File: src/source/fetch_macros.svh
// Fetch stage widths, instruction step and reset PC
`ifndef FETCH_MACROS_SVH
`define FETCH_MACROS_SVH

// Machine word width for PC, instruction and immediate
`define XLEN 32

// Register index into the 32-entry file
`define REG_W 5

// Byte step between sequential RV32I instructions
`define INSN_BYTES 4

// First PC after reset
`define RESET_PC 32'h0000_0000

`endif

File: src/source/fetch_isa_pkg.sv
// RV32I opcode fields, internal operation codes and the decoded instruction
`default_nettype none

`include "fetch_macros.svh"

package fetch_isa_pkg;

    // Major opcode in instruction bits 6:0
    typedef enum logic [6:0] {
        maj_lui    = 7'b0110111,
        maj_auipc  = 7'b0010111,
        maj_jal    = 7'b1101111,
        maj_jalr   = 7'b1100111,
        maj_branch = 7'b1100011,
        maj_load   = 7'b0000011,
        maj_store  = 7'b0100011,
        maj_op_imm = 7'b0010011,
        maj_op     = 7'b0110011
    } major_e;

    // Operation code seen by the dispatcher
    typedef enum logic [6:0] {
        op_none = 7'd0,
        op_lui  = 7'd1,  op_auipc = 7'd2,  op_jal  = 7'd3,  op_jalr = 7'd4,
        op_beq  = 7'd5,  op_bne   = 7'd6,  op_blt  = 7'd7,  op_bge  = 7'd8,
        op_bltu = 7'd9,  op_bgeu  = 7'd10,
        op_lb   = 7'd11, op_lh    = 7'd12, op_lw   = 7'd13, op_lbu  = 7'd14,
        op_lhu  = 7'd15,
        op_sb   = 7'd16, op_sh    = 7'd17, op_sw   = 7'd18,
        op_addi = 7'd19, op_slti  = 7'd20, op_sltiu = 7'd21, op_xori = 7'd22,
        op_ori  = 7'd23, op_andi  = 7'd24, op_slli = 7'd25, op_srli = 7'd26,
        op_srai = 7'd27,
        op_add  = 7'd28, op_sub   = 7'd29, op_sll  = 7'd30, op_slt  = 7'd31,
        op_sltu = 7'd32, op_xor   = 7'd33, op_srl  = 7'd34, op_sra  = 7'd35,
        op_or   = 7'd36, op_and   = 7'd37
    } op_e;

    // How the instruction picks the next PC
    typedef enum logic [1:0] {
        flow_seq      = 2'd0,
        flow_jump     = 2'd1,
        flow_branch   = 2'd2,
        flow_indirect = 2'd3   // Target comes back from the ROB
    } flow_e;

    typedef struct packed {
        op_e               op;
        logic [`REG_W-1:0] rs1;
        logic [`REG_W-1:0] rs2;
        logic [`REG_W-1:0] rd;
        logic [`XLEN-1:0]  imm;   // Already sign-extended
        flow_e             flow;
    } decoded_t;

endpackage

`default_nettype wire

File: src/source/fetch_bus_pkg.sv
// Structs exchanged with the instruction cache, the dispatcher and the ROB
`default_nettype none

`include "fetch_macros.svh"

package fetch_bus_pkg;

    // Request to the instruction cache
    typedef struct packed {
        logic             en;   // High until the data strobe returns
        logic [`XLEN-1:0] pc;
    } cache_req_t;

    // Packet handed to the dispatcher
    typedef struct packed {
        logic               valid;          // One-cycle pulse
        logic [`XLEN-1:0]   pc;
        fetch_isa_pkg::op_e op;
        logic [`REG_W-1:0]  rs1;
        logic [`REG_W-1:0]  rs2;
        logic [`REG_W-1:0]  rd;
        logic [`XLEN-1:0]   imm;
        logic               predict_taken;  // Prediction used for this PC
    } issue_t;

    // PC redirect from a ROB flush or the fetch controller
    typedef struct packed {
        logic             load;
        logic [`XLEN-1:0] target;
    } redirect_t;

endpackage

`default_nettype wire

File: src/source/fetch_control.sv
// Fetch FSM driving the cache request, instruction register and issue packet
`timescale 1ns/1ps
`default_nettype none

`include "fetch_macros.svh"

module fetch_control (
    input  wire logic                     clk_in,
    input  wire logic                     rst_in,
    input  wire logic                     rdy_in,
    input  wire logic [`XLEN-1:0]         pc,
    input  wire logic                     icache_data_en,
    input  wire logic [`XLEN-1:0]         icache_data,
    input  fetch_isa_pkg::decoded_t       dec,
    input  wire logic                     predict_result,
    input  wire logic                     new_instruction_able,
    input  fetch_bus_pkg::redirect_t      flush,
    input  wire logic                     jalr_result_en,
    input  wire logic [`XLEN-1:0]         jalr_result,
    output fetch_bus_pkg::cache_req_t     cache_req,
    output logic [`XLEN-1:0]              insn,
    output fetch_bus_pkg::issue_t         issue,
    output logic                          advance,
    output fetch_bus_pkg::redirect_t      pc_load
);

    typedef enum logic [1:0] {
        st_idle       = 2'd0,
        st_wait_cache = 2'd1,
        st_wait_jalr  = 2'd2,
        st_issuing    = 2'd3
    } state_e;

    state_e state;
    logic   jalr_done;

    assign jalr_done = (state == st_wait_jalr) && jalr_result_en;

    // Issue happens exactly when the PC advances
    assign advance = rdy_in && !flush.load && (state == st_issuing) && new_instruction_able;

    assign pc_load.load   = rdy_in && (flush.load || jalr_done);
    assign pc_load.target = (flush.load) ? flush.target : jalr_result;

    always_ff @(posedge clk_in) begin
        if (rst_in) begin
            state        <= st_idle;
            cache_req.en <= 1'b0;
            issue.valid  <= 1'b0;
        end else if (rdy_in) begin
            if (flush.load) begin
                state        <= st_idle;
                cache_req.en <= 1'b0;
                issue.valid  <= 1'b0;
            end else begin
                issue.valid <= 1'b0;   // Pulse lasts one cycle
                case (state)
                    st_idle: begin
                        cache_req.en <= 1'b1;
                        cache_req.pc <= pc;
                        state        <= st_wait_cache;
                    end
                    st_wait_cache: begin
                        if (icache_data_en) begin
                            cache_req.en <= 1'b0;
                            insn         <= icache_data;
                            state        <= st_issuing;
                        end
                    end
                    st_issuing: begin
                        if (new_instruction_able) begin
                            issue.valid         <= 1'b1;
                            issue.pc            <= pc;
                            issue.op            <= dec.op;
                            issue.rs1           <= dec.rs1;
                            issue.rs2           <= dec.rs2;
                            issue.rd            <= dec.rd;
                            issue.imm           <= dec.imm;
                            issue.predict_taken <= predict_result;
                            if (dec.flow == fetch_isa_pkg::flow_indirect) begin
                                state <= st_wait_jalr;
                            end else begin
                                state <= st_idle;
                            end
                        end
                    end
                    default: begin   // st_wait_jalr
                        if (jalr_result_en) state <= st_idle;
                    end
                endcase
            end
        end
    end

endmodule

`default_nettype wire

File: src/source/instruction_fetcher.sv
// Instruction fetch stage top that joins the FSM, PC unit and decoder
`timescale 1ns/1ps
`default_nettype none

`include "fetch_macros.svh"

module instruction_fetcher (
    input  wire logic                     clk_in,
    input  wire logic                     rst_in,
    input  wire logic                     rdy_in,
    input  wire logic                     icache_data_en,
    input  wire logic [`XLEN-1:0]         icache_data,
    input  wire logic                     predict_result,
    input  wire logic                     new_instruction_able,
    input  fetch_bus_pkg::redirect_t      flush,
    input  wire logic                     jalr_result_en,
    input  wire logic [`XLEN-1:0]         jalr_result,
    output fetch_bus_pkg::cache_req_t     cache_req,
    output fetch_bus_pkg::issue_t         issue
);

    logic [`XLEN-1:0]           pc;
    logic [`XLEN-1:0]           insn;
    logic                       advance;
    fetch_bus_pkg::redirect_t   pc_load;
    fetch_isa_pkg::decoded_t    dec;

    fetch_control u_fetch_control (
        .clk_in               (clk_in),
        .rst_in               (rst_in),
        .rdy_in               (rdy_in),
        .pc                   (pc),
        .icache_data_en       (icache_data_en),
        .icache_data          (icache_data),
        .dec                  (dec),
        .predict_result       (predict_result),
        .new_instruction_able (new_instruction_able),
        .flush                (flush),
        .jalr_result_en       (jalr_result_en),
        .jalr_result          (jalr_result),
        .cache_req            (cache_req),
        .insn                 (insn),
        .issue                (issue),
        .advance              (advance),
        .pc_load              (pc_load)
    );

    pc_unit u_pc_unit (
        .clk_in         (clk_in),
        .rst_in         (rst_in),
        .advance        (advance),
        .pc_load        (pc_load),
        .dec            (dec),
        .predict_result (predict_result),
        .pc             (pc)
    );

    // Decodes the held word, so dec is stable while issuing
    rv32_decoder u_rv32_decoder (
        .insn (insn),
        .dec  (dec)
    );

endmodule

`default_nettype wire

File: src/source/pc_unit.sv
// Program counter with next-PC selection from the decoded flow class
`timescale 1ns/1ps
`default_nettype none

`include "fetch_macros.svh"

module pc_unit (
    input  wire logic                     clk_in,
    input  wire logic                     rst_in,
    input  wire logic                     advance,
    input  fetch_bus_pkg::redirect_t      pc_load,
    input  fetch_isa_pkg::decoded_t       dec,
    input  wire logic                     predict_result,
    output logic [`XLEN-1:0]              pc
);

    logic [`XLEN-1:0] seq_pc;
    logic [`XLEN-1:0] target_pc;
    logic [`XLEN-1:0] next_pc;

    assign seq_pc    = pc + `XLEN'(`INSN_BYTES);
    assign target_pc = pc + dec.imm;   // jal and taken branch share one adder

    always_comb begin
        case (dec.flow)
            fetch_isa_pkg::flow_jump:     next_pc = target_pc;
            fetch_isa_pkg::flow_branch:   next_pc = (predict_result) ? target_pc : seq_pc;
            fetch_isa_pkg::flow_indirect: next_pc = pc;   // Wait for the jalr result
            default:                      next_pc = seq_pc;
        endcase
    end

    // A redirect wins over a normal advance
    always_ff @(posedge clk_in) begin
        if (rst_in) begin
            pc <= `RESET_PC;
        end else if (pc_load.load) begin
            pc <= pc_load.target;
        end else if (advance) begin
            pc <= next_pc;
        end
    end

endmodule

`default_nettype wire

File: src/source/rv32_decoder.sv
// Combinational RV32I decoder producing operation, register fields and immediate
`timescale 1ns/1ps
`default_nettype none

`include "fetch_macros.svh"

module rv32_decoder (
    input  wire logic [`XLEN-1:0]      insn,
    output fetch_isa_pkg::decoded_t    dec
);

    logic [2:0]        funct3;
    logic [6:0]        funct7;
    logic [`XLEN-1:0]  imm_i;
    logic [`XLEN-1:0]  imm_s;
    logic [`XLEN-1:0]  imm_b;
    logic [`XLEN-1:0]  imm_u;
    logic [`XLEN-1:0]  imm_j;
    logic [`XLEN-1:0]  shamt;

    assign funct3 = insn[14:12];
    assign funct7 = insn[31:25];

    // Immediates of every format take their sign from insn[31]
    assign imm_i = {{(`XLEN-12){insn[31]}}, insn[31:20]};
    assign imm_s = {{(`XLEN-12){insn[31]}}, insn[31:25], insn[11:7]};
    assign imm_b = {{(`XLEN-13){insn[31]}}, insn[31], insn[7], insn[30:25], insn[11:8], 1'b0};
    assign imm_u = {insn[31:12], 12'b0};
    assign imm_j = {{(`XLEN-21){insn[31]}}, insn[31], insn[19:12], insn[20], insn[30:21], 1'b0};
    assign shamt = {{(`XLEN-5){1'b0}}, insn[24:20]};   // Shift amount only

    always_comb begin
        dec = '0;
        case (insn[6:0])
            fetch_isa_pkg::maj_lui, fetch_isa_pkg::maj_auipc: begin
                dec.op  = (insn[5]) ? fetch_isa_pkg::op_lui : fetch_isa_pkg::op_auipc;
                dec.rd  = insn[11:7];
                dec.imm = imm_u;
            end
            fetch_isa_pkg::maj_jal: begin
                dec.op  = fetch_isa_pkg::op_jal;
                dec.rd  = insn[11:7];
                dec.imm = imm_j;
            end
            fetch_isa_pkg::maj_jalr: begin
                if (funct3 == 3'b000) dec.op = fetch_isa_pkg::op_jalr;
                dec.rs1 = insn[19:15];
                dec.rd  = insn[11:7];
                dec.imm = imm_i;
            end
            fetch_isa_pkg::maj_branch: begin
                case (funct3)
                    3'b000:  dec.op = fetch_isa_pkg::op_beq;
                    3'b001:  dec.op = fetch_isa_pkg::op_bne;
                    3'b100:  dec.op = fetch_isa_pkg::op_blt;
                    3'b101:  dec.op = fetch_isa_pkg::op_bge;
                    3'b110:  dec.op = fetch_isa_pkg::op_bltu;
                    3'b111:  dec.op = fetch_isa_pkg::op_bgeu;
                    default: dec.op = fetch_isa_pkg::op_none;
                endcase
                dec.rs1 = insn[19:15];
                dec.rs2 = insn[24:20];
                dec.imm = imm_b;
            end
            fetch_isa_pkg::maj_load: begin
                case (funct3)
                    3'b000:  dec.op = fetch_isa_pkg::op_lb;
                    3'b001:  dec.op = fetch_isa_pkg::op_lh;
                    3'b010:  dec.op = fetch_isa_pkg::op_lw;
                    3'b100:  dec.op = fetch_isa_pkg::op_lbu;
                    3'b101:  dec.op = fetch_isa_pkg::op_lhu;
                    default: dec.op = fetch_isa_pkg::op_none;
                endcase
                dec.rs1 = insn[19:15];
                dec.rd  = insn[11:7];
                dec.imm = imm_i;
            end
            fetch_isa_pkg::maj_store: begin
                case (funct3)
                    3'b000:  dec.op = fetch_isa_pkg::op_sb;
                    3'b001:  dec.op = fetch_isa_pkg::op_sh;
                    3'b010:  dec.op = fetch_isa_pkg::op_sw;
                    default: dec.op = fetch_isa_pkg::op_none;
                endcase
                dec.rs1 = insn[19:15];
                dec.rs2 = insn[24:20];
                dec.imm = imm_s;
            end
            fetch_isa_pkg::maj_op_imm: begin
                dec.rs1 = insn[19:15];
                dec.rd  = insn[11:7];
                dec.imm = imm_i;
                case (funct3)
                    3'b000: dec.op = fetch_isa_pkg::op_addi;
                    3'b010: dec.op = fetch_isa_pkg::op_slti;
                    3'b011: dec.op = fetch_isa_pkg::op_sltiu;
                    3'b100: dec.op = fetch_isa_pkg::op_xori;
                    3'b110: dec.op = fetch_isa_pkg::op_ori;
                    3'b111: dec.op = fetch_isa_pkg::op_andi;
                    3'b001: begin
                        if (funct7 == 7'b0000000) dec.op = fetch_isa_pkg::op_slli;
                        dec.imm = shamt;
                    end
                    default: begin   // funct3 101 selects a logical or arithmetic right shift
                        if (funct7 == 7'b0000000) dec.op = fetch_isa_pkg::op_srli;
                        if (funct7 == 7'b0100000) dec.op = fetch_isa_pkg::op_srai;
                        dec.imm = shamt;
                    end
                endcase
            end
            fetch_isa_pkg::maj_op: begin
                dec.rs1 = insn[19:15];
                dec.rs2 = insn[24:20];
                dec.rd  = insn[11:7];
                case ({funct7, funct3})
                    10'b0000000_000: dec.op = fetch_isa_pkg::op_add;
                    10'b0100000_000: dec.op = fetch_isa_pkg::op_sub;
                    10'b0000000_001: dec.op = fetch_isa_pkg::op_sll;
                    10'b0000000_010: dec.op = fetch_isa_pkg::op_slt;
                    10'b0000000_011: dec.op = fetch_isa_pkg::op_sltu;
                    10'b0000000_100: dec.op = fetch_isa_pkg::op_xor;
                    10'b0000000_101: dec.op = fetch_isa_pkg::op_srl;
                    10'b0100000_101: dec.op = fetch_isa_pkg::op_sra;
                    10'b0000000_110: dec.op = fetch_isa_pkg::op_or;
                    10'b0000000_111: dec.op = fetch_isa_pkg::op_and;
                    default:         dec.op = fetch_isa_pkg::op_none;
                endcase
            end
            default: dec.op = fetch_isa_pkg::op_none;
        endcase

        // Control-flow class follows the resolved operation
        case (dec.op)
            fetch_isa_pkg::op_jal:  dec.flow = fetch_isa_pkg::flow_jump;
            fetch_isa_pkg::op_jalr: dec.flow = fetch_isa_pkg::flow_indirect;
            fetch_isa_pkg::op_beq, fetch_isa_pkg::op_bne, fetch_isa_pkg::op_blt,
            fetch_isa_pkg::op_bge, fetch_isa_pkg::op_bltu, fetch_isa_pkg::op_bgeu:
                dec.flow = fetch_isa_pkg::flow_branch;
            fetch_isa_pkg::op_none: dec = '0;   // Unknown word carries no fields
            default:                dec.flow = fetch_isa_pkg::flow_seq;
        endcase
    end

endmodule

`default_nettype wire

File: config.mk
export PLATFORM = sky130hd
export DESIGN_NAME = instruction_fetcher
export DESIGN_NICKNAME = d
export VERILOG_FILES = /design/src/source/fetch_isa_pkg.sv /design/src/source/fetch_bus_pkg.sv /design/src/source/fetch_control.sv /design/src/source/instruction_fetcher.sv /design/src/source/pc_unit.sv /design/src/source/rv32_decoder.sv
export VERILOG_INCLUDE_DIRS = /design/src /design/src/source
export SDC_FILE = /design/constraint.sdc
export NUM_CORES = 1
export LEC_CHECK = 0
export BUFFER_PORTS_ARGS = -buffer_cell sky130_fd_sc_hd__buf_2
export CAP_MARGIN = 10
export CELL_PAD_IN_SITES_DETAIL_PLACEMENT = 1
export CELL_PAD_IN_SITES_GLOBAL_PLACEMENT = 2
export CORE_MARGIN = 2
export CORE_UTILIZATION = 35
export CTS_CLUSTER_SIZE = 30
export DETAILED_ROUTE_END_ITERATION = 16
export GPL_TIMING_DRIVEN = 0
export HOLD_SLACK_MARGIN = 0.02
export PLACE_DENSITY_LB_ADDON = 0.1
export SLEW_MARGIN = 5
export SYNTH_ARGS = -nofsm -noshare
export SYNTH_HDL_FRONTEND = slang
export SYNTH_HIERARCHICAL = 1
export SYNTH_SLANG_ARGS = --single-unit
File: constraint.sdc
create_clock -name clk_in -period 7.61 [get_ports clk_in]
set_input_delay 1.1415 -clock clk_in [delete_from_list [all_inputs] [get_ports clk_in]]
set_output_delay 1.1415 -clock clk_in [all_outputs]
set_load 0.01 [all_outputs]
**Yosys cells after proc, flatten, opt, wreduce, memory -nomap -nowiden**

Index checks and enable logic that the tools add are counted.

- Register bits after elaboration: 187
- Output and inout bits: 121

- Add/sub/neg operators: 2
- Equal/unequal tests: 43
- Muxes and demuxes: 35
- Bitwise logic cells: 5
- Reduce and logical (&&, ||, !) cells: 31

Operator list:

| cell | number |
|---|---|
| 32-bit case mux with 6 select lines | 1 |
| 88-bit 2-to-1 mux | 2 |
| 32-bit 2-to-1 mux | 5 |
| 32-bit case mux with 3 select lines | 1 |
| 6-bit case mux with 10 select lines | 1 |
| 7-bit case mux with 8 select lines | 1 |
| 54-bit 2-to-1 mux | 1 |
| 7-bit case mux with 7 select lines | 1 |
| 10-bit by 3-bit equality test with 1-bit output (second input constant) | 4 |
| 32-bit by 3-bit adder with 32-bit output (second input constant) | 1 |
| 32-bit adder | 1 |
| 7-bit by 3-bit equality test with 1-bit output (second input constant) | 4 |
| 7-bit by 6-bit equality test with 1-bit output (second input constant) | 4 |
| 5-bit 2-to-1 mux | 5 |
| 4-bit case mux with 6 select lines | 1 |
| 7-bit by 4-bit equality test with 1-bit output (second input constant) | 3 |
| 7-bit equality test (second input constant) | 3 |
| 10-bit by 2-bit equality test with 1-bit output (second input constant) | 2 |
| 10-bit by 9-bit equality test with 1-bit output (second input constant) | 2 |
| 4-bit case mux with 5 select lines | 1 |
| 6-bit OR reduction | 3 |
| 5-bit case mux with 3 select lines | 1 |
| 7-bit by 2-bit equality test with 1-bit output (second input constant) | 2 |
| 7-bit by 5-bit equality test with 1-bit output (second input constant) | 2 |
| other kinds (32) | 64 |

**Logic depth before layout (Yosys ltp)**

- Word-level depth: 13
- Depth in mapped cells: 20
- Gate-level depth less buffers: 17

**Hierarchy**

The synthesis kept the hierarchy.

By module, submodules not included:

| module | instances | cells each | area an instance (µm²) | seq. area each (µm²) |
|---|---|---|---|---|
| fetch_control | 1 | 223 | 5185.0 | 4614.4 |
| pc_unit | 1 | 563 | 4061.4 | 640.6 |
| rv32_decoder | 1 | 240 | 1326.3 | 0.0 |

**Worst setup path before layout**

No wires, ideal clock.

- Path type: input port to flip-flop
- From: input flush[32] (netlist bit)
- To: register, netlist name u_fetch_control/issue[0]
- Setup time: 0.534 ns
- Data arrival time: 5.151 ns
- Data required time: 7.076 ns
- Setup slack: 1.925 ns
- Cell stages on the path: 3
- Buffers on the path: 0
- Cell sequence: nor2b_1 -> nand4_1 -> nor2_1

- Cells in the longest elaborated chain, start to end: 2

Ends and longest elaborated chain:

| item | line | source |
|---|---|---|
| start, declared | instruction_fetcher.sv:15 | `input fetch_bus_pkg::redirect_t flush,` |
| 1-bit NOT (no source line) | n/a |  |
| 5-bit AND reduction (no source line) | n/a |  |

Every way passes these cells.
A chain may end at the register's enable or synchronous reset.

==> flow_summary.toml <==
[cells_and_area]
nFillCells = 3443
layout.nets = 1418
synthToLayoutAreaGrowth_pct = 21.73
diodes = 0
layoutNonFillerInstCount = 1681
multi_input_area_um2 = 4895
drive_gt1_share_pct = 26.49
regArea_um2 = 5255

[pwr]
p_per_area_nw_per_um2 = 171.4
ir_drop_mv = 0.08570
combPwrFrac_pct = 7.2
p_int_mw = 1.684
pwr-share-clk_pct = 40.9
switching_share_pct = 23.63
pwr-share-seq_pct = 51.9
leakagePower_nw = 5.128
netSwitchingPower_mw = 0.5211

[clocking]
insertion_delay_ps = 450
clock-sinks = 187
post_cts_buffers = 0
hold_buffers = 0
numCtsBuffers = 17
h-tree-depth = 4
root_buffer = "clkbuf_16"
cts_resized = 0
cts.reportedPaths.clkPinSlew_ps = 80
cts_tree = "yes"
cts_max_path_buffers = 2

[floorplan]
fp-row-count = 63
io_pins = 225
die_h_um = 177.8
die_area_um2 = 31610
core_um2 = 29720
fp.dieW_um = 177.8
start_util_pct = 35.58

[route]
drt-initial-drc-count = 575
vias_per_cell = 5.476
num_vias = 9205
routedWlPerCell_um = 21.78
drt_pre_antenna_iters = 5
drc = 0
antenna_left = 0
wirelength_um = 36610

[logic_synthesis]
synth_area_um2 = 10570
seq_area_frac_synth_pct = 49.70
synthCells = 1026
synth-edff-count = 151
synth.top_cell.area_share_pct = 42.89
async_flop_share_pct = 0
yosys_warnings = 6
synthFlopType = "edfxtp_1"
synth-seq-cells = 187
synth_nets = 1166
yosysTopAreaCell = "edfxtp_1"
avgSynthCellArea_um2 = 10.30
synth_common_cells = "edfxtp_1 (151), nand2_1 (102), nor2_1 (89), a21oi_1 (84), o21ai_0 (51)"
synth_most_common_cell = "edfxtp_1"
ys_top_cells_by_area = "edfxtp_1 (43%), dfxtp_1 (6.8%), ha_1 (4.1%)"
synth_cell_type_count = 86

[setup_path]
setup.worst_path.end_class = "flip-flop"
reg2reg_slack_ps = 1480
r2r_end = "u_pc_unit/pc[26]$_SDFFE_PP0P_"
arrival_ps = 6420
r2r-start = "u_fetch_control/insn[25]$_DFFE_PP_"
crit_fanout = 10
timing.reg2reg.worst_path_depth = 18
cp.required_ps = 7900
critPathKind = "flip-flop to flip-flop"
cp-start-kind = "flip-flop"

[timing]
worst_pin_slew_ps = 988.0
drv_slew = 0
rsz0062_at_grt = "false"
post-route-min-period_ps = 6130
fmax_mhz = 163.1
finalCritPeriodShare_pct = 80.55
finalSetupViolCount = 0
hold_viol = 0
holdWs_ps = 490.1
max_slew_margin_pct = 33.52
fin_skew_ps = 23.69

[worst_hold_path]
whs_endpoint = "u_fetch_control/issue[87]$_SDFFE_PP0P_"
hold_depth = 2
hp-class = "flip-flop to flip-flop"
min_from = "u_fetch_control/issue[87]$_SDFFE_PP0P_"

[placed_design]
portBuffers = 224
dp.cells = 1649
place_congestion = 0.9064
hpwl_um = 28770

[global_routing]
grt_max_degree = 33
antenna_found_initial = 0
grt_usage_pct = 23.33
grt_pass1_wl_um = 55170
grt_pass1_vias = 9134
overflow = 0

[run_status]
status = "finished, final reports clean"

[job]
max_cap_violations = 0
==> cell type report <==
| cell class | instances | share of cell area (%) |
|---|---|---|
| Buffer | 62 | 2.615 |
| Clock buffer | 22 | 3.529 |
| Clock inverter | 10 | 0.9236 |
| Inverter | 28 | 0.8166 |
| Multi-Input combinational cell | 749 | 38.03 |
| Sequential cell | 187 | 40.83 |
| Tap cell | 390 | 3.792 |
| Timing Repair Buffer | 233 | 9.460 |
==> worst max-delay path by stage <==
stage	startpoint	to	depth (start not counted)
after detailed placement	u_fetch_control/insn[25]$_DFFE_PP_	u_pc_unit/pc[26]$_SDFFE_PP0P_	18
after global placement	flush[32]	u_fetch_control/issue[72]$_DFFE_PP_	4
after global routing	u_fetch_control/insn[25]$_DFFE_PP_	u_pc_unit/pc[26]$_SDFFE_PP0P_	18
final	u_fetch_control/insn[25]$_DFFE_PP_	u_pc_unit/pc[26]$_SDFFE_PP0P_	18
after floorplan	flush[32]	u_fetch_control/issue[0]$_DFFE_PP_	3
after CTS	u_fetch_control/insn[25]$_DFFE_PP_	u_pc_unit/pc[26]$_SDFFE_PP0P_	18
==> through the flow <==
step,setup WS [ps],utilization (%),instance area (µm²),total power [mW],setup TNS (ps)
floorplan,1925,-,10570,1.246,0
global placement,-302.3,40.99,12180,1.320,-25190
detailed placement,1557,41.38,12300,1.325,0
CTS,1497,43.31,12870,2.224,0
global route,1154,43.31,12870,2.279,0
finish,1480,43.31,12870,2.205,0
==> state kept, by name, indices dropped and copies added, names as in the netlist <==
name,cells
u_fetch_control/cache_req,33
u_fetch_control/state,2
u_fetch_control/insn,32
u_pc_unit/pc,32
u_fetch_control/issue,88
==> power groups by stage <==
stage	combinational, mW	clock, mW	sequential (mW)
6_report	0.158	0.903	1.14
5_1_grt	0.174	0.958	1.15
4_1_cts	0.159	0.921	1.14
3_5_place_dp	0.158	0	1.17
3_3_place_gp	0.153	0	1.17
2_1_floorplan	0.0881	0	1.16
==> cell families after synthesis <==
family                   count (synthesis)  synth area share (%)
adder cells (fa/ha/maj)                 36                 4.331
flip-flops                             187                 49.70
AND/OR/NAND/NOR                        340                 15.83
multiplexers                            38                 4.000
AO/OA/AOI/OAI                          294                 18.60
XOR/XNOR                                40                 3.314
other                                    1               0.03547
buffers and inverters                   90                 4.178
==> routing by layer <==
layer	share of wire (%)	track usage [%]
met1	46	31.66
met2	48	38.84
met3	4.9	3.685
met4	1.6	5.806
met5	0	0
==> critical path, cell delays in order (launching register included) <==
cell	delay (ps)
edfxtp_1	470
nor4_2	660
nand4_1	380
o31a_1	370
o311ai_1	170
nor4_2	180
buf_2	230
nor2_1	340
ha_1	290
inv_1	70
fa_1	390
nand2b_1	170
a21oi_1	370
a21oi_1	290
o211ai_1	390
a21o_1	300
mux2i_1	110
a2111oi_0	610
o22ai_1	170
==> placed cells by master, fill, tap and decap left out, types with 19 or more instances in the layout <==
cell	count
dfxtp_1	36
edfxtp_1	151
nand2_1	102
a21oi_1	84
nor3_1	21
o21ai_0	51
nand3_1	28
ha_1	35
xor2_1	19
inv_1	27
nor2_1	88
clkbuf_1	36
xnor2_1	21
buf_2	241
mux2_2	33
Power figures use the tool's default switching activity.
